[config.mk]
export PLATFORM = sky130hd
export DESIGN_NAME = lc4_pipeline
export DESIGN_NICKNAME = d
export VERILOG_FILES = /design/src/hdl/lc4_pkg.sv /design/src/hdl/lc4_pipeline.sv /design/src/hdl/lc4_hazard_unit.sv /design/src/hdl/lc4_alu.sv /design/src/hdl/lc4_regfile.sv /design/src/hdl/lc4_decoder.sv
export VERILOG_INCLUDE_DIRS = /design/src /design/src/hdl
export SDC_FILE = /design/constraint.sdc
export NUM_CORES = 1
export LEC_CHECK = 0
export ABC_AREA = 0
export BUFFER_PORTS_ARGS = -buffer_cell sky130_fd_sc_hd__buf_4
export CAP_MARGIN = 20
export CORE_AREA = 8 8 259 261
export DETAILED_ROUTE_END_ITERATION = 16
export DIE_AREA = 0 0 267 269
export PLACE_DENSITY = 0.55
export SLEW_MARGIN = 20
export SYNTH_ARGS = -nofsm -noshare
export SYNTH_HDL_FRONTEND = slang
export SYNTH_SLANG_ARGS = --single-unit
[constraint.sdc]
create_clock -name gwe -period 6.34 [get_ports gwe]
set_input_delay 0.634 -clock gwe [delete_from_list [all_inputs] [get_ports gwe]]
set_output_delay 0.634 -clock gwe [all_outputs]
set_load 0.05 [all_outputs]
[src/hdl/lc4_params.svh]
`ifndef LC4_PARAMS_SVH
`define LC4_PARAMS_SVH

// datapath widths
`define LC4_WORD_W    16
`define LC4_REG_SEL_W 3
`define LC4_NUM_REGS  8

// first fetch address after reset
`define LC4_RESET_PC  16'h8200

// primary opcodes, insn[15:12]
`define LC4_OP_BR     4'd0
`define LC4_OP_ARITH  4'd1
`define LC4_OP_AND    4'd5
`define LC4_OP_LDR    4'd6
`define LC4_OP_STR    4'd7
`define LC4_OP_CONST  4'd9

// arithmetic sub-opcodes, insn[5:3]
`define LC4_SUB_ADD   3'd0
`define LC4_SUB_SUB   3'd2

`endif
[src/hdl/lc4_pkg.sv]
package lc4_pkg;

`include "lc4_params.svh"

    typedef logic [`LC4_WORD_W-1:0] word_t;
    typedef logic [`LC4_REG_SEL_W-1:0] reg_sel_t;
    // n, z, p from msb to lsb
    typedef logic [2:0] nzp_t;

    // trace stall codes, STALL_PIPE only had meaning for dual issue
    typedef enum logic [1:0] {
        STALL_NONE   = 2'd0,
        STALL_PIPE   = 2'd1,
        STALL_BRANCH = 2'd2,
        STALL_LOAD   = 2'd3
    } stall_t;

    typedef struct packed {
        reg_sel_t rs;
        reg_sel_t rt;
        reg_sel_t rd;
        logic     rs_re;
        logic     rt_re;
        logic     rd_we;
        logic     nzp_we;
        logic     is_load;
        logic     is_store;
        logic     is_branch;
    } ctrl_t;

    typedef struct packed {
        word_t  pc;
        word_t  insn;
        ctrl_t  ctrl;
        stall_t stall;
    } stage_t;

    typedef struct packed {
        logic  we;
        word_t addr;
        word_t towrite;
    } dmem_req_t;

    // one record per retired slot, taken from writeback
    typedef struct packed {
        stall_t   stall;
        word_t    pc;
        word_t    insn;
        logic     regfile_we;
        reg_sel_t wsel;
        word_t    wdata;
        logic     nzp_we;
        nzp_t     nzp_bits;
        logic     dmem_we;
        word_t    dmem_addr;
        word_t    dmem_data;
    } trace_t;

endpackage

[src/hdl/lc4_pipeline.sv]
`timescale 1ns/1ns
`include "lc4_params.svh"

module lc4_pipeline (
    input  logic                gwe,
    input  logic                i_rst_n,
    output lc4_pkg::word_t      o_cur_pc,
    input  lc4_pkg::word_t      i_cur_insn,
    output lc4_pkg::dmem_req_t  o_dmem,
    input  lc4_pkg::word_t      i_dmem_data,
    output lc4_pkg::trace_t     o_trace
);

    lc4_pkg::word_t  pc;
    lc4_pkg::stage_t d_reg;
    lc4_pkg::stage_t x_reg;
    lc4_pkg::stage_t m_reg;
    lc4_pkg::stage_t w_reg;
    lc4_pkg::nzp_t   nzp_reg;

    // datapath registers along the stages
    lc4_pkg::word_t  x_rs_data;
    lc4_pkg::word_t  x_rt_data;
    lc4_pkg::word_t  m_result;
    lc4_pkg::word_t  m_rt_data;
    lc4_pkg::word_t  w_wdata;
    lc4_pkg::word_t  w_addr;
    lc4_pkg::word_t  w_dmem_data;
    lc4_pkg::nzp_t   w_nzp;

    lc4_pkg::ctrl_t  d_ctrl;
    lc4_pkg::word_t  rs_data;
    lc4_pkg::word_t  rt_data;
    lc4_pkg::word_t  rs_byp;
    lc4_pkg::word_t  rt_byp;
    lc4_pkg::word_t  alu_result;
    lc4_pkg::word_t  store_data;
    lc4_pkg::word_t  m_wdata;
    lc4_pkg::nzp_t   m_nzp;
    lc4_pkg::nzp_t   br_nzp;
    logic            load_stall;
    logic            br_taken;
    logic            m_mem;
    logic            w_mem;

    function automatic lc4_pkg::stage_t bubble(input lc4_pkg::stall_t code);
        lc4_pkg::stage_t s;
        s       = '0;
        s.stall = code;
        return s;
    endfunction

    function automatic lc4_pkg::nzp_t sign_bits(input lc4_pkg::word_t v);
        if (v[`LC4_WORD_W-1]) begin
            return 3'b100;
        end else if (v == '0) begin
            return 3'b010;
        end
        return 3'b001;
    endfunction

    lc4_decoder u_decoder (
        .i_insn (d_reg.insn),
        .o_ctrl (d_ctrl)
    );

    lc4_regfile u_regfile (
        .gwe       (gwe),
        .i_rst_n   (i_rst_n),
        .i_rs      (d_ctrl.rs),
        .i_rt      (d_ctrl.rt),
        .o_rs_data (rs_data),
        .o_rt_data (rt_data),
        .i_rd      (w_reg.ctrl.rd),
        .i_wdata   (w_wdata),
        .i_rd_we   (w_reg.ctrl.rd_we)
    );

    lc4_hazard_unit u_hazard (
        .i_d_ctrl     (d_ctrl),
        .i_x_ctrl     (x_reg.ctrl),
        .i_m_ctrl     (m_reg.ctrl),
        .i_w_ctrl     (w_reg.ctrl),
        .i_x_rs_data  (x_rs_data),
        .i_x_rt_data  (x_rt_data),
        .i_m_rt_data  (m_rt_data),
        .i_m_result   (m_result),
        .i_w_wdata    (w_wdata),
        .o_load_stall (load_stall),
        .o_rs_byp     (rs_byp),
        .o_rt_byp     (rt_byp),
        .o_store_data (store_data)
    );

    lc4_alu u_alu (
        .i_insn    (x_reg.insn),
        .i_pc      (x_reg.pc),
        .i_rs_data (rs_byp),
        .i_rt_data (rt_byp),
        .o_result  (alu_result)
    );

    // value leaving M, either ALU result or load data
    assign m_mem   = m_reg.ctrl.is_load || m_reg.ctrl.is_store;
    assign m_wdata = m_reg.ctrl.is_load ? i_dmem_data : m_result;
    assign m_nzp   = sign_bits(m_wdata);

    // branch in X sees the nzp that M is about to write
    assign br_nzp   = m_reg.ctrl.nzp_we ? m_nzp : nzp_reg;
    assign br_taken = x_reg.ctrl.is_branch && ((x_reg.insn[11:9] & br_nzp) != 3'b000);

    assign o_cur_pc = pc;

    always_comb begin
        o_dmem.we      = m_reg.ctrl.is_store;
        o_dmem.addr    = m_mem ? m_result : '0;
        o_dmem.towrite = m_reg.ctrl.is_store ? store_data : '0;
    end

    // fetch, decode and the stall/flush control
    always_ff @(posedge gwe) begin
        if (!i_rst_n) begin
            pc    <= `LC4_RESET_PC;
            d_reg <= bubble(lc4_pkg::STALL_BRANCH);
            x_reg <= bubble(lc4_pkg::STALL_BRANCH);
        end else if (br_taken) begin
            // squash the two younger slots
            pc    <= alu_result;
            d_reg <= bubble(lc4_pkg::STALL_BRANCH);
            x_reg <= bubble(lc4_pkg::STALL_BRANCH);
        end else if (load_stall) begin
            x_reg <= bubble(lc4_pkg::STALL_LOAD);
        end else begin
            pc         <= pc + 1'b1;
            d_reg      <= '{pc: pc, insn: i_cur_insn, ctrl: '0, stall: lc4_pkg::STALL_NONE};
            x_reg      <= '{pc: d_reg.pc, insn: d_reg.insn, ctrl: d_ctrl, stall: d_reg.stall};
        end
    end

    always_ff @(posedge gwe) begin
        x_rs_data <= rs_data;
        x_rt_data <= rt_data;
    end

    always_ff @(posedge gwe) begin
        if (!i_rst_n) begin
            m_reg   <= bubble(lc4_pkg::STALL_BRANCH);
            w_reg   <= bubble(lc4_pkg::STALL_BRANCH);
            nzp_reg <= 3'b000;
        end else begin
            m_reg <= x_reg;
            w_reg <= m_reg;
            if (m_reg.ctrl.nzp_we) begin
                nzp_reg <= m_nzp;
            end
        end
    end

    always_ff @(posedge gwe) begin
        m_result    <= alu_result;
        m_rt_data   <= rt_byp;
        w_wdata     <= m_wdata;
        w_nzp       <= m_nzp;
        w_addr      <= m_result;
        w_dmem_data <= m_reg.ctrl.is_store ? store_data : i_dmem_data;
    end

    assign w_mem = w_reg.ctrl.is_load || w_reg.ctrl.is_store;

    // trace of the slot retiring from W
    always_ff @(posedge gwe) begin
        if (!i_rst_n) begin
            o_trace       <= '0;
            o_trace.stall <= lc4_pkg::STALL_BRANCH;
        end else begin
            o_trace.stall      <= w_reg.stall;
            o_trace.pc         <= w_reg.pc;
            o_trace.insn       <= w_reg.insn;
            o_trace.regfile_we <= w_reg.ctrl.rd_we;
            o_trace.wsel       <= w_reg.ctrl.rd;
            o_trace.wdata      <= w_wdata;
            o_trace.nzp_we     <= w_reg.ctrl.nzp_we;
            o_trace.nzp_bits   <= w_nzp;
            o_trace.dmem_we    <= w_reg.ctrl.is_store;
            o_trace.dmem_addr  <= w_mem ? w_addr : '0;
            o_trace.dmem_data  <= w_mem ? w_dmem_data : '0;
        end
    end

endmodule

[src/hdl/lc4_hazard_unit.sv]
`timescale 1ns/1ns

module lc4_hazard_unit (
    input  lc4_pkg::ctrl_t i_d_ctrl,
    input  lc4_pkg::ctrl_t i_x_ctrl,
    input  lc4_pkg::ctrl_t i_m_ctrl,
    input  lc4_pkg::ctrl_t i_w_ctrl,
    input  lc4_pkg::word_t i_x_rs_data,
    input  lc4_pkg::word_t i_x_rt_data,
    input  lc4_pkg::word_t i_m_rt_data,
    input  lc4_pkg::word_t i_m_result,
    input  lc4_pkg::word_t i_w_wdata,
    output logic           o_load_stall,
    output lc4_pkg::word_t o_rs_byp,
    output lc4_pkg::word_t o_rt_byp,
    output lc4_pkg::word_t o_store_data
);

    logic x_load;
    logic load_use;
    logic load_br;
    logic m_fwd;
    logic m_rs_hit;
    logic m_rt_hit;
    logic w_rs_hit;
    logic w_rt_hit;
    logic wm_hit;

    assign x_load = i_x_ctrl.is_load && i_x_ctrl.rd_we;

    // store data is left out, the WM path covers it
    assign load_use = x_load &&
                      ((i_d_ctrl.rs_re && i_d_ctrl.rs == i_x_ctrl.rd) ||
                       (i_d_ctrl.rt_re && i_d_ctrl.rt == i_x_ctrl.rd && !i_d_ctrl.is_store));

    // branch needs the nzp of the loaded value
    assign load_br = i_x_ctrl.is_load && i_x_ctrl.nzp_we && i_d_ctrl.is_branch;

    assign o_load_stall = load_use || load_br;

    // M holds an address for a load, never a usable result
    assign m_fwd = i_m_ctrl.rd_we && !i_m_ctrl.is_load;

    assign m_rs_hit = m_fwd && i_x_ctrl.rs_re && i_m_ctrl.rd == i_x_ctrl.rs;
    assign m_rt_hit = m_fwd && i_x_ctrl.rt_re && i_m_ctrl.rd == i_x_ctrl.rt;
    assign w_rs_hit = i_w_ctrl.rd_we && i_x_ctrl.rs_re && i_w_ctrl.rd == i_x_ctrl.rs;
    assign w_rt_hit = i_w_ctrl.rd_we && i_x_ctrl.rt_re && i_w_ctrl.rd == i_x_ctrl.rt;

    // MX before WX before the value read in decode
    assign o_rs_byp = m_rs_hit ? i_m_result :
                      w_rs_hit ? i_w_wdata  :
                      i_x_rs_data;
    assign o_rt_byp = m_rt_hit ? i_m_result :
                      w_rt_hit ? i_w_wdata  :
                      i_x_rt_data;

    // WM bypass, mainly a load feeding the next store's data
    assign wm_hit = i_m_ctrl.is_store && i_w_ctrl.rd_we && i_w_ctrl.rd == i_m_ctrl.rt;

    assign o_store_data = wm_hit ? i_w_wdata : i_m_rt_data;

endmodule

[src/hdl/lc4_alu.sv]
`timescale 1ns/1ns
`include "lc4_params.svh"

module lc4_alu (
    input  lc4_pkg::word_t i_insn,
    input  lc4_pkg::word_t i_pc,
    input  lc4_pkg::word_t i_rs_data,
    input  lc4_pkg::word_t i_rt_data,
    output lc4_pkg::word_t o_result
);

    lc4_pkg::word_t imm5;
    lc4_pkg::word_t imm6;
    lc4_pkg::word_t imm9;

    // sign-extended immediates
    assign imm5 = {{(`LC4_WORD_W - 5){i_insn[4]}}, i_insn[4:0]};
    assign imm6 = {{(`LC4_WORD_W - 6){i_insn[5]}}, i_insn[5:0]};
    assign imm9 = {{(`LC4_WORD_W - 9){i_insn[8]}}, i_insn[8:0]};

    always_comb begin
        case (i_insn[15:12])
            `LC4_OP_ARITH: begin
                if (i_insn[5]) begin
                    o_result = i_rs_data + imm5;
                end else if (i_insn[5:3] == `LC4_SUB_SUB) begin
                    o_result = i_rs_data - i_rt_data;
                end else begin
                    o_result = i_rs_data + i_rt_data;
                end
            end
            `LC4_OP_AND:   o_result = i_rs_data & i_rt_data;
            `LC4_OP_CONST: o_result = imm9;
            // effective address for both memory ops
            `LC4_OP_LDR,
            `LC4_OP_STR:   o_result = i_rs_data + imm6;
            `LC4_OP_BR:    o_result = i_pc + 1'b1 + imm9;
            default:       o_result = '0;
        endcase
    end

endmodule

[src/hdl/lc4_regfile.sv]
`timescale 1ns/1ns
`include "lc4_params.svh"

module lc4_regfile (
    input  logic               gwe,
    input  logic               i_rst_n,
    input  lc4_pkg::reg_sel_t  i_rs,
    input  lc4_pkg::reg_sel_t  i_rt,
    output lc4_pkg::word_t     o_rs_data,
    output lc4_pkg::word_t     o_rt_data,
    input  lc4_pkg::reg_sel_t  i_rd,
    input  lc4_pkg::word_t     i_wdata,
    input  logic               i_rd_we
);

    lc4_pkg::word_t regs [`LC4_NUM_REGS];

    always_ff @(posedge gwe) begin
        if (!i_rst_n) begin
            for (int i = 0; i < `LC4_NUM_REGS; i++) begin
                regs[i] <= '0;
            end
        end else if (i_rd_we) begin
            regs[i_rd] <= i_wdata;
        end
    end

    // write-through so decode sees the value retiring this cycle
    assign o_rs_data = (i_rd_we && i_rd == i_rs) ? i_wdata : regs[i_rs];
    assign o_rt_data = (i_rd_we && i_rd == i_rt) ? i_wdata : regs[i_rt];

endmodule

[src/hdl/lc4_decoder.sv]
`timescale 1ns/1ns
`include "lc4_params.svh"

module lc4_decoder (
    input  lc4_pkg::word_t i_insn,
    output lc4_pkg::ctrl_t o_ctrl
);

    logic [3:0] opcode;
    logic [2:0] subop;

    assign opcode = i_insn[15:12];
    assign subop  = i_insn[5:3];

    always_comb begin
        // anything not matched below stays a NOP
        o_ctrl = '0;
        case (opcode)
            `LC4_OP_BR: begin
                // nzp 000 can never be taken
                o_ctrl.is_branch = (i_insn[11:9] != 3'b000);
            end
            `LC4_OP_ARITH: begin
                if (i_insn[5] || subop == `LC4_SUB_ADD || subop == `LC4_SUB_SUB) begin
                    o_ctrl.rs     = i_insn[8:6];
                    o_ctrl.rt     = i_insn[2:0];
                    o_ctrl.rd     = i_insn[11:9];
                    o_ctrl.rs_re  = 1'b1;
                    // immediate form has no rt
                    o_ctrl.rt_re  = ~i_insn[5];
                    o_ctrl.rd_we  = 1'b1;
                    o_ctrl.nzp_we = 1'b1;
                end
            end
            `LC4_OP_AND: begin
                // register AND only
                if (subop == 3'b000) begin
                    o_ctrl.rs     = i_insn[8:6];
                    o_ctrl.rt     = i_insn[2:0];
                    o_ctrl.rd     = i_insn[11:9];
                    o_ctrl.rs_re  = 1'b1;
                    o_ctrl.rt_re  = 1'b1;
                    o_ctrl.rd_we  = 1'b1;
                    o_ctrl.nzp_we = 1'b1;
                end
            end
            `LC4_OP_LDR: begin
                o_ctrl.rs      = i_insn[8:6];
                o_ctrl.rd      = i_insn[11:9];
                o_ctrl.rs_re   = 1'b1;
                o_ctrl.rd_we   = 1'b1;
                o_ctrl.nzp_we  = 1'b1;
                o_ctrl.is_load = 1'b1;
            end
            `LC4_OP_STR: begin
                // data register sits in the rd field
                o_ctrl.rs       = i_insn[8:6];
                o_ctrl.rt       = i_insn[11:9];
                o_ctrl.rs_re    = 1'b1;
                o_ctrl.rt_re    = 1'b1;
                o_ctrl.is_store = 1'b1;
            end
            `LC4_OP_CONST: begin
                o_ctrl.rd     = i_insn[11:9];
                o_ctrl.rd_we  = 1'b1;
                o_ctrl.nzp_we = 1'b1;
            end
            default: begin
                o_ctrl = '0;
            end
        endcase
    end

endmodule

-- Word level (Yosys, flattened, before mapping)
Memories as Yosys holds them, arrays and structs flattened.
Index checks and enable logic that the tools add are counted.
- $mul: 0
- bitwise gates (word level): 4
- reduce and logical (&&, ||, !) cells: 42
- muxes and demuxes: 41
- divide/modulo/power cells: 0
- shifts and indexed selects: 0
- equality and inequality tests: 22
- magnitude comparators: 0
- $add $sub $neg: 7
- operator list (operator ; number):
    $mux 16 ; 16
    $pmux 16 s5 ; 1
    $add 16x16->16 ; 4
    $add 16x1->16 const B ; 2
    $eq 3x3->1 ; 9
    $pmux 3 s3 ; 3
    $mux 13 ; 2
    $eq 4x3->1 const B ; 6
    $logic_and 1x1->1 ; 21
    $and 16x16->16 ; 1
    $logic_not 16->1 ; 1
    $reduce_or 16->1 ; 1
    $sub 16x16->16 ; 1
    $mux 3 ; 5
    $mux 1 ; 11
    $eq 4x1->1 const B ; 2
    $eq 4x4->1 const B ; 2
    $logic_not 4->1 ; 2
    $reduce_or 2->1 ; 4
    $eq 3x2->1 const B ; 2
    $logic_or 1x1->1 ; 6
    $pmux 1 s3 ; 2
    $pmux 2 s3 ; 1
    $reduce_bool 3->1 ; 2
    other kinds (7) ; 9
- RAM bits: 128
- memories kept: 1
- bits in latches: 0
- register bits after elaboration: 393
- word-level logic and storage cells: 172
- bits of input ports: 34
- ROM bits: 0
- memories (name ; depth ; width ; rd ports ; clocked after memory_dff ; wr ports ; RTL line ; source):
    u_regfile.regs ; 8 ; 16 ; 2 ; 0 ; 8 ; lc4_regfile.sv:16 ; lc4_pkg::word_t regs [`LC4_NUM_REGS];

-- Logic depth before layout (Yosys ltp)
Gate-level depths: netlist of run 1.
- word-level depth: 13
- depth in mapped cells: 31
- gate-level depth less buffers: 27

-- By module
From an unflattened synthesis of run 1, not the netlist that was laid out.
- cell total of the unflattened synthesis: 2048
- area total of the unflattened synthesis: 23571.4 µm²
- modules (own cells, without submodules) (module ; times used ; area each (µm²) ; cells each):
    lc4_pipeline ; 1 ; 11936.4 ; 1011
    lc4_regfile ; 1 ; 7440.9 ; 446
    lc4_alu ; 1 ; 2811.4 ; 406
    lc4_hazard_unit ; 1 ; 1183.6 ; 157
    lc4_decoder ; 1 ; 198.9 ; 28

-- Worst setup path before layout of run 1
No wires, ideal clock.
- path type: flip-flop to flip-flop
- from: reg w_reg[11] (netlist bit)
- to: reg pc[15] (netlist: o_cur_pc[15])
- cell stages (with the launch flop): 30
- buffers on the path: 3
- period minus slack after synthesis: 5.989 ns
- data required time: 6.195 ns
- path slack: 0.351 ns
- data arrival time: 5.844 ns
- cell sequence: dfxtp_1 xor2_1 or4_1 buf_2 buf_6 mux2i_1 a21oi_1 inv_1 ha_1 nor2_1 and3_1 mux2i_1 o21ai_1 nand2_1 or3_1 or3_1 xnor2_1 o21ai_1 ha_1 nor3_1 o2111ai_1 a31o_2 a21oi_1 o21ai_0 clkbuf_1 or4_1 a21oi_1 nor2_1 nand3_2 a41oi_2
- longest elaborated chain between the ends: 9
- ends and longest elaborated chain (element ; RTL line ; source):
    start, declared ; lc4_pipeline.sv:18 ; lc4_pkg::stage_t w_reg;
    start signal, assigned ; lc4_pipeline.sv:148 ; w_reg <= bubble(lc4_pkg::STALL_BRANCH);
    start signal, assigned ; lc4_pipeline.sv:152 ; w_reg <= m_reg;
    $eq 3x3->1 * ; lc4_hazard_unit.sv:47 ; assign w_rt_hit = i_w_ctrl.rd_we && i_x_ctrl.rt_re && i_w_ctrl.rd == i_x_ctrl.rt;
    $logic_and 1x1->1 * ; lc4_hazard_unit.sv:47 ;
    $mux 16 * ; lc4_hazard_unit.sv:54 ; w_rt_hit ? i_w_wdata :
    $mux 16 * ; lc4_hazard_unit.sv:53 ; assign o_rt_byp = m_rt_hit ? i_m_result :
    via rt_byp[0] ; lc4_pipeline.sv:35 ; lc4_pkg::word_t rt_byp;
    $add 16x16->16 / $sub 16x16->16 (equally long branches) ; lc4_alu.sv:29, lc4_alu.sv:27 ;
    $mux 16 * ; lc4_alu.sv:26 ; end else if (i_insn[5:3] == `LC4_SUB_SUB) begin
    $mux 16 * ; lc4_alu.sv:24 ; if (i_insn[5]) begin
    $pmux 16 s5 * ; lc4_alu.sv:22 ; case (i_insn[15:12])
    $mux 16 * ; lc4_pipeline.sv:126 ; end else if (br_taken) begin
    end signal, assigned ; lc4_pipeline.sv:123 ; pc <= `LC4_RESET_PC;
    end signal, assigned ; lc4_pipeline.sv:128 ; pc <= alu_result;
    end signal, assigned ; lc4_pipeline.sv:134 ; pc <= pc + 1'b1;
    end, declared ; lc4_pipeline.sv:14 ; lc4_pkg::word_t pc;
Mark *: on every way through the listed nets, which the timed path passes. The rest lies on a longest branch.
A chain may end at the register's enable or synchronous reset.

-- Final worst setup path of run 1
- from: reg x_reg[14] (netlist bit)
- to: reg pc[15] (netlist: o_cur_pc[15])
- longest elaborated chain between the ends: 9
- ends and longest elaborated chain (element ; RTL line ; source):
    start, declared ; lc4_pipeline.sv:16 ; lc4_pkg::stage_t x_reg;
    start signal, assigned ; lc4_pipeline.sv:125 ; x_reg <= bubble(lc4_pkg::STALL_BRANCH);
    start signal, assigned ; lc4_pipeline.sv:130 ; x_reg <= bubble(lc4_pkg::STALL_BRANCH);
    start signal, assigned ; lc4_pipeline.sv:132 ; x_reg <= bubble(lc4_pkg::STALL_LOAD);
    $eq 3x3->1 ; lc4_hazard_unit.sv:47 ;
    $logic_and 1x1->1 ; lc4_hazard_unit.sv:47 ;
    $mux 16 ; lc4_hazard_unit.sv:54 ;
    $mux 16 * ; lc4_hazard_unit.sv:53 ;
    $add 16x16->16 / $sub 16x16->16 (equally long branches) ; lc4_alu.sv:29, lc4_alu.sv:27 ;
    $mux 16 ; lc4_alu.sv:26 ;
    $mux 16 ; lc4_alu.sv:24 ;
    $pmux 16 s5 * ; lc4_alu.sv:22 ;
    $mux 16 * ; lc4_pipeline.sv:126 ;
Every way passes the cells marked *; elsewhere a longest branch is shown, timed or not.

==> key figures, run 1 <==
Placed design
  • Number of port buffers: around 170
  • DP Wirelength: ~50000 µm
  • Inst Count DP: 3226
  • Routability cong.: 0.899

Yosys
  • Top cell type's share of synthesized area: between 30 and 40%
  • Area contributors post-synth: dfxtp_1 34%, edfxtp_1 17%, and2_1 9.2%, nand2_1 4.8%, mux2i_1 2.7%
  • Asr flop ratio synth: 0%
  • Seq cells post-synth: around 500
  • Sequential area share after synthesis: between 50 and 60%
  • Most frequent cell after synthesis: dfxtp_1
  • Synth Cell Area: about 22000 µm²
  • Yosys cell types: around 90
  • Syn nets: between 2000 and 2500
  • Mean Syn Cell Area: about 9.8 µm²
  • Yosys warns: 0
  • Post-synth EDFFs: between 100 and 150
  • Cell count after synthesis: about 2300
  • Yosys top cell by area: dfxtp_1
  • Commonest cells post-synth: 387 x dfxtp_1, 329 x and2_1, 288 x nand2_1, 142 x clkbuf_1, 128 x edfxtp_1
  • Post-synth top flop: dfxtp_1

Timing
  • RSZ-0062 raised after global routing: false
  • Clk_skew: about 0.032 ns
  • TNS Setup: 0 ns
  • Worst slew pin tran: 1.11 ns
  • Final Max Tran Viols: 0
  • Final period util: a little over nine tenths
  • Post-layout min period: 5.98 ns
  • Final setup viols: 0
  • Slew HR: 26.0%
  • Fmax: about 170 MHz
  • Final hold viol count: 0

Final layout
  • Share of cells above drive strength 1: between 10% and 20%
  • Max reg flops: between 100 and 150
  • Fin cells: between 3000 and 4000
  • ANT cells: 0
  • Area grow syn2layout: 19.1%
  • NumNets Final: ~2500
  • # fillers: around 6000

Global route
  • Pin count of the biggest net entering global routing: 107
  • GRT Overall Usage: 19.3%
  • Total grt overflow: 0
  • Initial antenna violation count: 1
  • Global-route wire length before repair: around 110000 µm
  • Vias in the first global route: 17300

Clock network
  • Skew-Pair Late Insertion Delay: 0.63 ns
  • TritonCTS buffer count: 57
  • Bufs on Longest Clock Path: 3
  • Post-CTS Setup Inserts: 0
  • CTS H-tree depth: 2
  • Clock tree sinks: ~520
  • Root buffer cell: clkbuf_16
  • CTS clk-pin slew, worst paths: 0.06 ns
  • CTS tree: done

Routing
  • Final wirelength: ~72000 µm
  • DRC: 0
  • Via density: just over 5
  • Initial DRC Count: between 1000 and 1500
  • Detail Route Antenna Nets: 0
  • Pre-Repair DR Iteration Count: 8
  • Via Count: 17200
  • Drt wl/cell: ~21 µm

Power and ir drop
  • Pleak: ~11 nW
  • Worst IR Drop VDD: between 0.15 and 0.2 mV
  • Power Density: ~290 nW/µm²

Floorplan
  • CORE AREA: roughly 63000 µm²
  • Die height: 269 µm
  • Chip width: about 270 µm
  • Starting Density: between 30% and 40%
  • Io pins: between 150 and 200
  • Die area: 71800 µm²
  • Row count: 92

Min path
  • HP Class: in -> reg

Job
  • Max_cap viols: 0

Status
  • Status: finished, final reports clean

Critical path
  • Crit Path Max Fanout: 16
  • Setup CP Type: reg -> reg
  • CP arrival: about 6.4 ns
  • CP Capture Type: register
  • CP Data Required Time: 6.78 ns
  • Startpoint types: register
-- stage by stage --
step	area, µm²	setup WS (ns)	hold WS [ns]	total power [mW]	utilization (%)
CTS	26700	0.195	0.191	7.94	42.6
global placement	24800	0.340	0.407	4.56	39.5
finish	26700	0.361	0.227	7.87	42.6
global route	26700	0.00986	0.199	8.16	42.6
detailed placement	24800	0.249	0.398	4.56	39.5
floorplan	22500	0.351	0.370	4.22	-
-- metal layers --
| layer | routed length, µm | vias up | track usage, % |
|---|---|---|---|
| met2 | 36600 | 477 | 35.4 |
| met4 | 2320 | 0 | 6.68 |
| met1 | 29200 | 8387 | 23.0 |
| met3 | 3470 | 135 | 2.72 |
| li1 | - | 8232 | - |
| met5 | 0 | - | 0 |
-- cell usage in the layout (no fill, tap or decap), types with 55 or more instances in the layout --
master     Yosys  routed
a21oi_1       82      81
and2_1       329     329
buf_4          3     234
clkbuf_16      0      60
dfxtp_1      387     385
edfxtp_1     128     128
mux2i_1       60      60
nand2_1      288     288
nand3_1       63      63
nor2_1       105     101
nor2b_1       55      55
o21ai_0      103      95
xnor2_1       55      55
-- layout make-up --
cell class / count / area [µm²] / share of cell area (%)
sequential: 515 / 11600 / 43.3
multi-input combinational: 1604 / 10300 / 38.5
clock buffer: 81 / 1670 / 6.25
clock inverter: 27 / 259 / 0.968
inverter: 27 / 101 / 0.379
tap: 846 / 1060 / 3.96
timing repair buffer: 234 / 1760 / 6.57
-- power by group --
part | internal (mW) | switching (mW) | total (mW) | leakage (nW)
clock | 1.97 | 1.39 | 3.36 | 0.957
sequential | 3.50 | 0.147 | 3.65 | 4.49
combinational | 0.318 | 0.538 | 0.855 | 5.42
-- worst paths after layout --
path | slack [ns] | endpoint | depth (start not counted) | from
min reg2reg | 0.42 | w_reg[1] | 1 | m_reg[1]
max reg2reg | 0.36 | o_cur_pc[15] | 26 | x_reg[14]
min | 0.23 | d_reg[33] | 2 | i_cur_insn[15]
max | 0.36 | o_cur_pc[15] | 26 | x_reg[14]
-- kinds of logic (layout without fill, tap and decap cells) --
logic type / count (synthesis) / in the layout / share of synthesized area, %
AND/OR/NAND/NOR: 977 / 977 / 22.8
flip-flops: 515 / 515 / 51.6
AO/OA/AOI/OAI: 393 / 393 / 11.6
buffers and inverters: 183 / 369 / 3.15
multiplexers: 109 / 109 / 5.18
XOR/XNOR: 90 / 90 / 3.63
adder cells (fa/ha/maj): 35 / 35 / 2.02
-- critical path: stages, from the launching register on --
cell	delay [ns]
dfxtp_1	0.34
xor2_1	0.16
or4_1	0.57
buf_4	0.23
nand2_1	0.10
o2bb2ai_1	0.16
ha_2	0.27
o311a_1	0.28
nand4_2	0.23
o21ai_2	0.25
xor2_2	0.23
nand3_1	0.12
or3_1	0.33
xnor2_1	0.16
o21ai_1	0.08
ha_1	0.27
nor3_1	0.26
o2111ai_2	0.16
a31o_2	0.27
a21oi_2	0.17
o21ai_1	0.11
buf_4	0.17
or4b_1	0.47
a21boi_1	0.15
nor2_1	0.07
nand3_2	0.09
a41oi_2	0.11
-- what timing repair did --
action                                  in CTS  in global routing
endpoints found under the setup margin       0                  2
hold buffers                                 0                  0
resized for setup                            0                  9
Note: power is estimated with default switching activity, not from simulation.
==> inputs of run 2 (changes only) <==
--- a/config.mk
+++ b/config.mk
@@ -9,10 +9,10 @@
 export ABC_AREA = 0
 export BUFFER_PORTS_ARGS = -buffer_cell sky130_fd_sc_hd__buf_4
 export CAP_MARGIN = 20
-export CORE_AREA = 8 8 259 261
+export CORE_AREA = 8 8 213 215
 export DETAILED_ROUTE_END_ITERATION = 16
-export DIE_AREA = 0 0 267 269
-export PLACE_DENSITY = 0.55
+export DIE_AREA = 0 0 221 223
+export PLACE_DENSITY = 0.76
 export SLEW_MARGIN = 20
 export SYNTH_ARGS = -nofsm -noshare
 export SYNTH_HDL_FRONTEND = slang
==> run 2 against run 1 <==
Cell count decreased by 9.6%. Maximum frequency increased by 0.53%. Total power decreased by 3.6%. Non-clock buffer count decreased by 5. Clock skew decreased by 0.013 ns. Die area decreased by 31%. Wire length decreased by 7.9%. First-iteration DRC count increased by 11%. Sequential cell count unchanged. Via count increased by 0.37%. Clock power decreased by 8.3%. Register-to-register slack improved by 0.03 ns.
==> key figures, run 2 (synthesis gave the netlist of run 1 again) <==
Clock network
  • # hold bufs at CTS: 0
  • Post-CTS Setup Inserts: 0
  • Clock tree sinks: 515
  • Skew-Pair Late Insertion Delay: 0.61 ns
  • CTS clk-pin slew, worst paths: around 0.060 ns
  • CTS H-tree depth: 2
  • Root buffer cell: clkbuf_16
  • TritonCTS buffer count: roughly 50
  • Bufs on Longest Clock Path: 3
  • CTS tree: done
  • # resized after CTS: 0

Routing
  • Detail Route Antenna Nets: 0
  • Pre-Repair DR Iteration Count: 5
  • Final wirelength: about 66000 µm
  • Drt wl/cell: 21.9 µm
  • Initial DRC Count: 1421
  • Via density: about 5.7
  • DRC: 0
  • Via Count: around 17000

Critical path
  • CP Capture Type: register
  • Critical Path Source: x_reg[7]
  • Reg-to-Reg Start: x_reg[7]
  • CP arrival: around 6.4 ns
  • Crit Path Max Fanout: 16
  • Setup CP Type: reg -> reg
  • CP Data Required Time: between 6 and 7 ns
  • Startpoint types: register
  • Worst R2R Setup Slack: 0.39 ns

Power and ir drop
  • Power Density: 291 nW/µm²
  • Clk pwr share: between 40% and 50%
  • P_int: 5.59 mW
  • Worst IR Drop VDD: 0.226 mV
  • Sw Ratio: between 20% and 30%
  • Switching power: 1.99 mW
  • Gate power share: between 10 and 15%
  • Pleak: 10.7 nW
  • Sequential power share: 48.1%

Floorplan
  • Die height: about 220 µm
  • Chip width: ~220 µm
  • Die area: roughly 50000 µm²
  • Row count: 76
  • Io pins: 174
  • Starting Density: a little over half
  • CORE AREA: about 42000 µm²

Final layout
  • Most frequent cells in the layout: 385 x dfxtp_1, 329 x and2_1, 288 x nand2_1
  • Max reg flops: 128
  • NumNets Final: about 2500
  • Most common cell after layout, fill and taps aside: dfxtp_1
  • Share of cells above drive strength 1: between 10% and 20%
  • Area grow syn2layout: 16.2%
  • Finished Core Util: slightly above 60%
  • Final Cell Area: about 26000 µm²

Global route
  • Initial antenna violation count: 4
  • Global-route wire length before repair: 100000 µm
  • Vias in the first global route: roughly 17000
  • GRT Overall Usage: 25.9%
  • Pin count of the biggest net entering global routing: between 100 and 150
  • Total grt overflow: 0

Timing
  • RSZ-0062 raised after global routing: false
  • Worst slew pin tran: about 1.1 ns
  • Fmax: 168 MHz
  • Final period util: 93.8%
  • Slew HR: a little under a quarter
  • TNS Setup: 0 ns
  • Final hold viol count: 0
  • Final Max Tran Viols: 0
  • Final setup viols: 0
  • Clk_skew: ~0.019 ns
  • Setup ws final: 0.392 ns
  • Post-layout min period: 5.95 ns

Job
  • Max_cap viols: 0

Status
  • Status: finished, final reports clean

Placed design
  • DP Wirelength: 46200 µm
  • Routability cong.: approximately 0.91
  • Number of port buffers: 173
  • Worst slack, placed: about 0.36 ns
  • Placed cell areas: 24300 µm²

Min path
  • Hold path startpoint: i_cur_insn[15]
  • HP Class: in -> reg
==> run 2: cell count changes in the layout (fill, tap and decap cells not counted), sizes merged, moves of 2 or more <==
cell	change
inv	+3
clkbuf	-19
buf	-5
clkinvlp	-2
==> run 2: critical path: stages, from the launching register on <==
cell	delay [ns]
dfxtp_1	0.39
nand2_1	0.15
or4_1	0.55
buf_4	0.22
a221o_1	0.43
a221oi_4	0.31
nand3_1	0.16
nand2_1	0.11
xnor2_1	0.14
or3_1	0.45
or3_1	0.41
xnor2_1	0.14
o21ai_1	0.08
ha_1	0.27
nor3_1	0.21
o2111ai_1	0.16
a31o_2	0.27
a21oi_2	0.17
o21ai_0	0.12
buf_4	0.17
or4b_1	0.46
a21boi_1	0.15
nor2_1	0.07
nand3_2	0.09
a41oi_2	0.10
==> run 2: power groups by stage <==
stage / combinational, mW / sequential [mW] / clock [mW]
after detailed placement: 0.836 / 3.72 / 0
final: 0.856 / 3.65 / 3.08
after floorplan: 0.539 / 3.68 / 0
after global placement: 0.827 / 3.71 / 0
after CTS: 0.840 / 3.64 / 3.12
after global routing: 0.917 / 3.66 / 3.27
==> run 2: layer usage <==
| layer | GRT usage [%] | wire (µm) |
|---|---|---|
| met1 | 31.9 | 26600 |
| met2 | 44.6 | 31900 |
| met3 | 4.56 | 4760 |
| met4 | 10.8 | 2720 |
| met5 | 0 | 0 |
==> run 2: worst paths after layout <==
kind,endpoint,depth (start not counted)
worst max-delay path,o_cur_pc[15],24
worst min-delay path,d_reg[33],2
worst max register to register,o_cur_pc[15],24
worst min register to register,o_trace[90],1
==> run 2: area by class of cell <==
| cell class | count | area [µm²] |
|---|---|---|
| timing repair buffer | 229 | 1720 |
| tap | 546 | 683 |
| fill | 3466 | 16200 |
| clock inverter | 30 | 300 |
| antenna | 1 | 2.50 |
| clock buffer | 62 | 1420 |
| sequential | 515 | 11600 |
| inverter | 27 | 101 |
| multi-input combinational | 1604 | 10300 |
==> run 2: metrics by stage <==
step | std cells | hold WS, ns | power [mW]
detailed placement | 2920 | 0.394 | 4.55
floorplan | 2302 | 0.370 | 4.22
global placement | 2920 | 0.395 | 4.54
finish | 3014 | 0.238 | 7.59
CTS | 3012 | 0.218 | 7.60
global route | 3014 | 0.214 | 7.84
==> inputs of run 3 (changes only) <==
--- a/config.mk
+++ b/config.mk
@@ -6,13 +6,14 @@
 export SDC_FILE = /design/constraint.sdc
 export NUM_CORES = 1
 export LEC_CHECK = 0
-export ABC_AREA = 0
+export ABC_AREA = 1
 export BUFFER_PORTS_ARGS = -buffer_cell sky130_fd_sc_hd__buf_4
 export CAP_MARGIN = 20
-export CORE_AREA = 8 8 213 215
+export CORE_AREA = 8 8 202 204
 export DETAILED_ROUTE_END_ITERATION = 16
-export DIE_AREA = 0 0 221 223
-export PLACE_DENSITY = 0.76
+export DIE_AREA = 0 0 210 212
+export PLACE_DENSITY = 0.8
+export SKIP_CTS_REPAIR_TIMING = 1
 export SLEW_MARGIN = 20
 export SYNTH_ARGS = -nofsm -noshare
 export SYNTH_HDL_FRONTEND = slang
==> constraint.sdc (replaced) <==
create_clock -name gwe -period 6.25 [get_ports gwe]
set_input_delay 0.625 -clock gwe [delete_from_list [all_inputs] [get_ports gwe]]
set_output_delay 0.625 -clock gwe [all_outputs]
set_load 0.05 [all_outputs]
==> run 3 against run 2 <==
Critical path depth increased by 13. Synthesized cell count is 19% higher. Combinational power decreased by 8.3%. Highest routed layer unchanged. Hold slack got worse by 0.0041 ns. First-iteration DRC count grew 58%. Clock skew up 0.0045 ns. Total power is 1.2% lower. Sequential cell count stayed put. Register-to-register slack better by 0.65 ns. Largest cell class unchanged. Sequential power barely moved. Sequential share of layout area up 1.1 points. Global-route usage rose by 3.9 points.
==> key figures, run 3 <==
Status
  • Status: finished, final reports clean

Yosys
  • Top cell type's share of synthesized area: a little over a third
  • Cell count after synthesis: about 2700
  • Mean Syn Cell Area: a little over 8 µm²
  • Post-synth EDFFs: ~130
  • Sequential area share after synthesis: 52.2%
  • Yosys cell types: 57
  • Area contributors post-synth: dfxtp_1 35%, edfxtp_1 17%, nand2_1 7.5%, inv_1 7.0%, nor2_1 6.0%
  • Seq cells post-synth: just over 500
  • Most frequent cell after synthesis: nand2_1
  • Post-synth top flop: dfxtp_1
  • Synth Cell Area: about 22000 µm²
  • Commonest cells post-synth: 446 x nand2_1, 414 x inv_1, 387 x dfxtp_1, 355 x nor2_1, 240 x o21ai_0
  • Yosys top cell by area: dfxtp_1
  • Yosys warns: 0
  • Syn nets: around 2800
  • Asr flop ratio synth: 0%

Critical path
  • CP most frequent cell: nand2_1
  • Startpoint types: register
  • R2R Path End: o_cur_pc[15]
  • Worst reg-to-reg path cell count: 37
  • Crit Path Max Fanout: 18
  • Worst R2R Setup Slack: about 1.0 ns
  • Slowest CP cell: dfxtp_1
  • Setup CP Type: reg -> reg
  • Reg-to-Reg Start: w_reg[10]
  • CP arrival: 5.70 ns
  • CP Data Required Time: roughly 6.8 ns
  • CP Capture Type: register
  • Largest stage delay, worst path: approximately 0.55 ns

Routing
  • Via Count: roughly 19000
  • Initial DRC Count: approximately 2300
  • Pre-Repair DR Iteration Count: 6
  • Final wirelength: 67700 µm
  • DRC: 0
  • Detail Route Antenna Nets: 0
  • Via density: approximately 5.6
  • Drt wl/cell: 19.8 µm

Power and ir drop
  • Worst IR Drop VDD: around 0.25 mV
  • Power Density: just under 300 nW/µm²
  • Pleak: between 10 and 15 nW
  • Overall power: around 7.5 mW

Timing
  • Fmax: about 190 MHz
  • RSZ-0062 raised after global routing: false
  • Hold_ws: 0.234 ns
  • Slew HR: between 20% and 30%
  • Worst slew pin tran: approximately 1.1 ns
  • Final hold viol count: 0
  • Post-layout min period: approximately 5.2 ns
  • TNS Setup: 0 ns
  • Final period util: about 83%
  • Clk_skew: between 0.02 and 0.025 ns
  • Final setup viols: 0
  • Final Max Tran Viols: 0
  • Setup ws final: around 1.0 ns

Global route
  • Total grt overflow: 0
  • GRT Overall Usage: 29.8%
  • Initial antenna violation count: 1
  • Global-route wire length before repair: ~100000 µm
  • Vias in the first global route: 18400
  • Pin count of the biggest net entering global routing: 124

Final layout
  • NumNets Final: just under 3000
  • Area grow syn2layout: 14.9%
  • Max reg flops: 128
  • Most frequent cells in the layout: 446 x nand2_1, 414 x inv_1, 387 x dfxtp_1
  • ANT cells: 0
  • Fin cells: between 3000 and 4000
  • Most common cell after layout, fill and taps aside: nand2_1
  • Share of cells above drive strength 1: 13.1%

Clock network
  • CTS clk-pin slew, worst paths: approximately 0.06 ns
  • TritonCTS buffer count: 52
  • Skew-Pair Late Insertion Delay: about 0.61 ns
  • CTS H-tree depth: 2
  • Clock tree sinks: 515
  • CTS tree: done
  • Bufs on Longest Clock Path: 3
  • Root buffer cell: clkbuf_16

Min path
  • Hold path startpoint: i_cur_insn[11]
  • HP Class: in -> reg
  • Hold endpoint: d_reg[29]
  • Hold Path Depth: 3

Placed design
  • DP Wirelength: 47800 µm
  • Number of port buffers: between 150 and 200
  • Routability cong.: around 1
  • Worst slack, placed: ~1.1 ns
  • Inst Count DP: 3321

Floorplan
  • Die area: 44500 µm²
  • Die height: between 200 and 250 µm
  • Chip width: approximately 210 µm
  • Row count: 72
  • Io pins: around 170
  • CORE AREA: 37900 µm²
  • Starting Density: between 50% and 60%

Job
  • Max_cap viols: 0
run 3: changes by cell type in the layout (fill, tap and decap cells not counted), sizes merged, moves of 98 or more:
| cell | before | now |
|---|---|---|
| nor2 | 105 | 374 |
| a21oi | 83 | 181 |
| and2 | 330 | 0 |
| inv | 32 | 430 |
| nand2 | 288 | 475 |
| o21ai | 112 | 248 |
run 3: cells by family after synthesis:
| kind of cell | synth area share [%] |
|---|---|
| AO/OA/AOI/OAI | 15.1 |
| adder cells (fa/ha/maj) | 2.04 |
| AND/OR/NAND/NOR | 18.8 |
| buffers and inverters | 10.1 |
| flip-flops | 52.2 |
| XOR/XNOR | 1.76 |
run 3: critical path, delay by kind of cell (launching register included):
kind / cells / cell delay, ns
AOI/OAI and AO/OA: 6 / 0.84
adders and majority gates: 2 / 0.57
and+or+nand+nor: 26 / 2.57
xor gates and xnor gates: 2 / 0.47
DFF: 1 / 0.55
buffers and inverters: 1 / 0.10
run 3: cell type report:
type,count,area (µm²)
clock buffers,78,1570
flip-flops and latches,515,11600
multi-input cells,1643,8390
fillers,3092,12400
inverters,446,1680
well taps,518,648
repair buffers,199,1500
clock inverters,16,119
run 3: how the worst max path moves through the flow:
stage	startpoint	to	depth (start not counted)
final	w_reg[10]	o_cur_pc[15]	37
after global routing	w_reg[10]	o_cur_pc[15]	37
after CTS	w_reg[10]	o_cur_pc[15]	37
after detailed placement	w_reg[10]	o_cur_pc[15]	37
after global placement	w_reg[10]	o_cur_pc[15]	37
after floorplan	m_reg[4]	o_cur_pc[15]	37
run 3: layer usage:
metal	GRT usage, %	routed length, µm	vias to the layer above
met1	37.6	27300	8904
met5	0	0	-
li1	-	-	9053
met4	10.3	2110	0
met3	5.28	6240	144
met2	51.2	32100	980
run 3: where the power goes:
part	leakage, nW	total (mW)	switching [mW]	internal (mW)
sequential	4.49	3.65	0.100	3.55
combinational	6.39	0.785	0.563	0.222
clock	0.842	3.06	1.29	1.77
run 3: stage by stage:
step,area [µm²],utilization (%)
6_report,25500,67.2
2_1_floorplan,22200,-
5_1_grt,25500,67.2
4_1_cts,25500,67.2
3_5_place_dp,23800,62.8
3_3_place_gp,23800,62.8
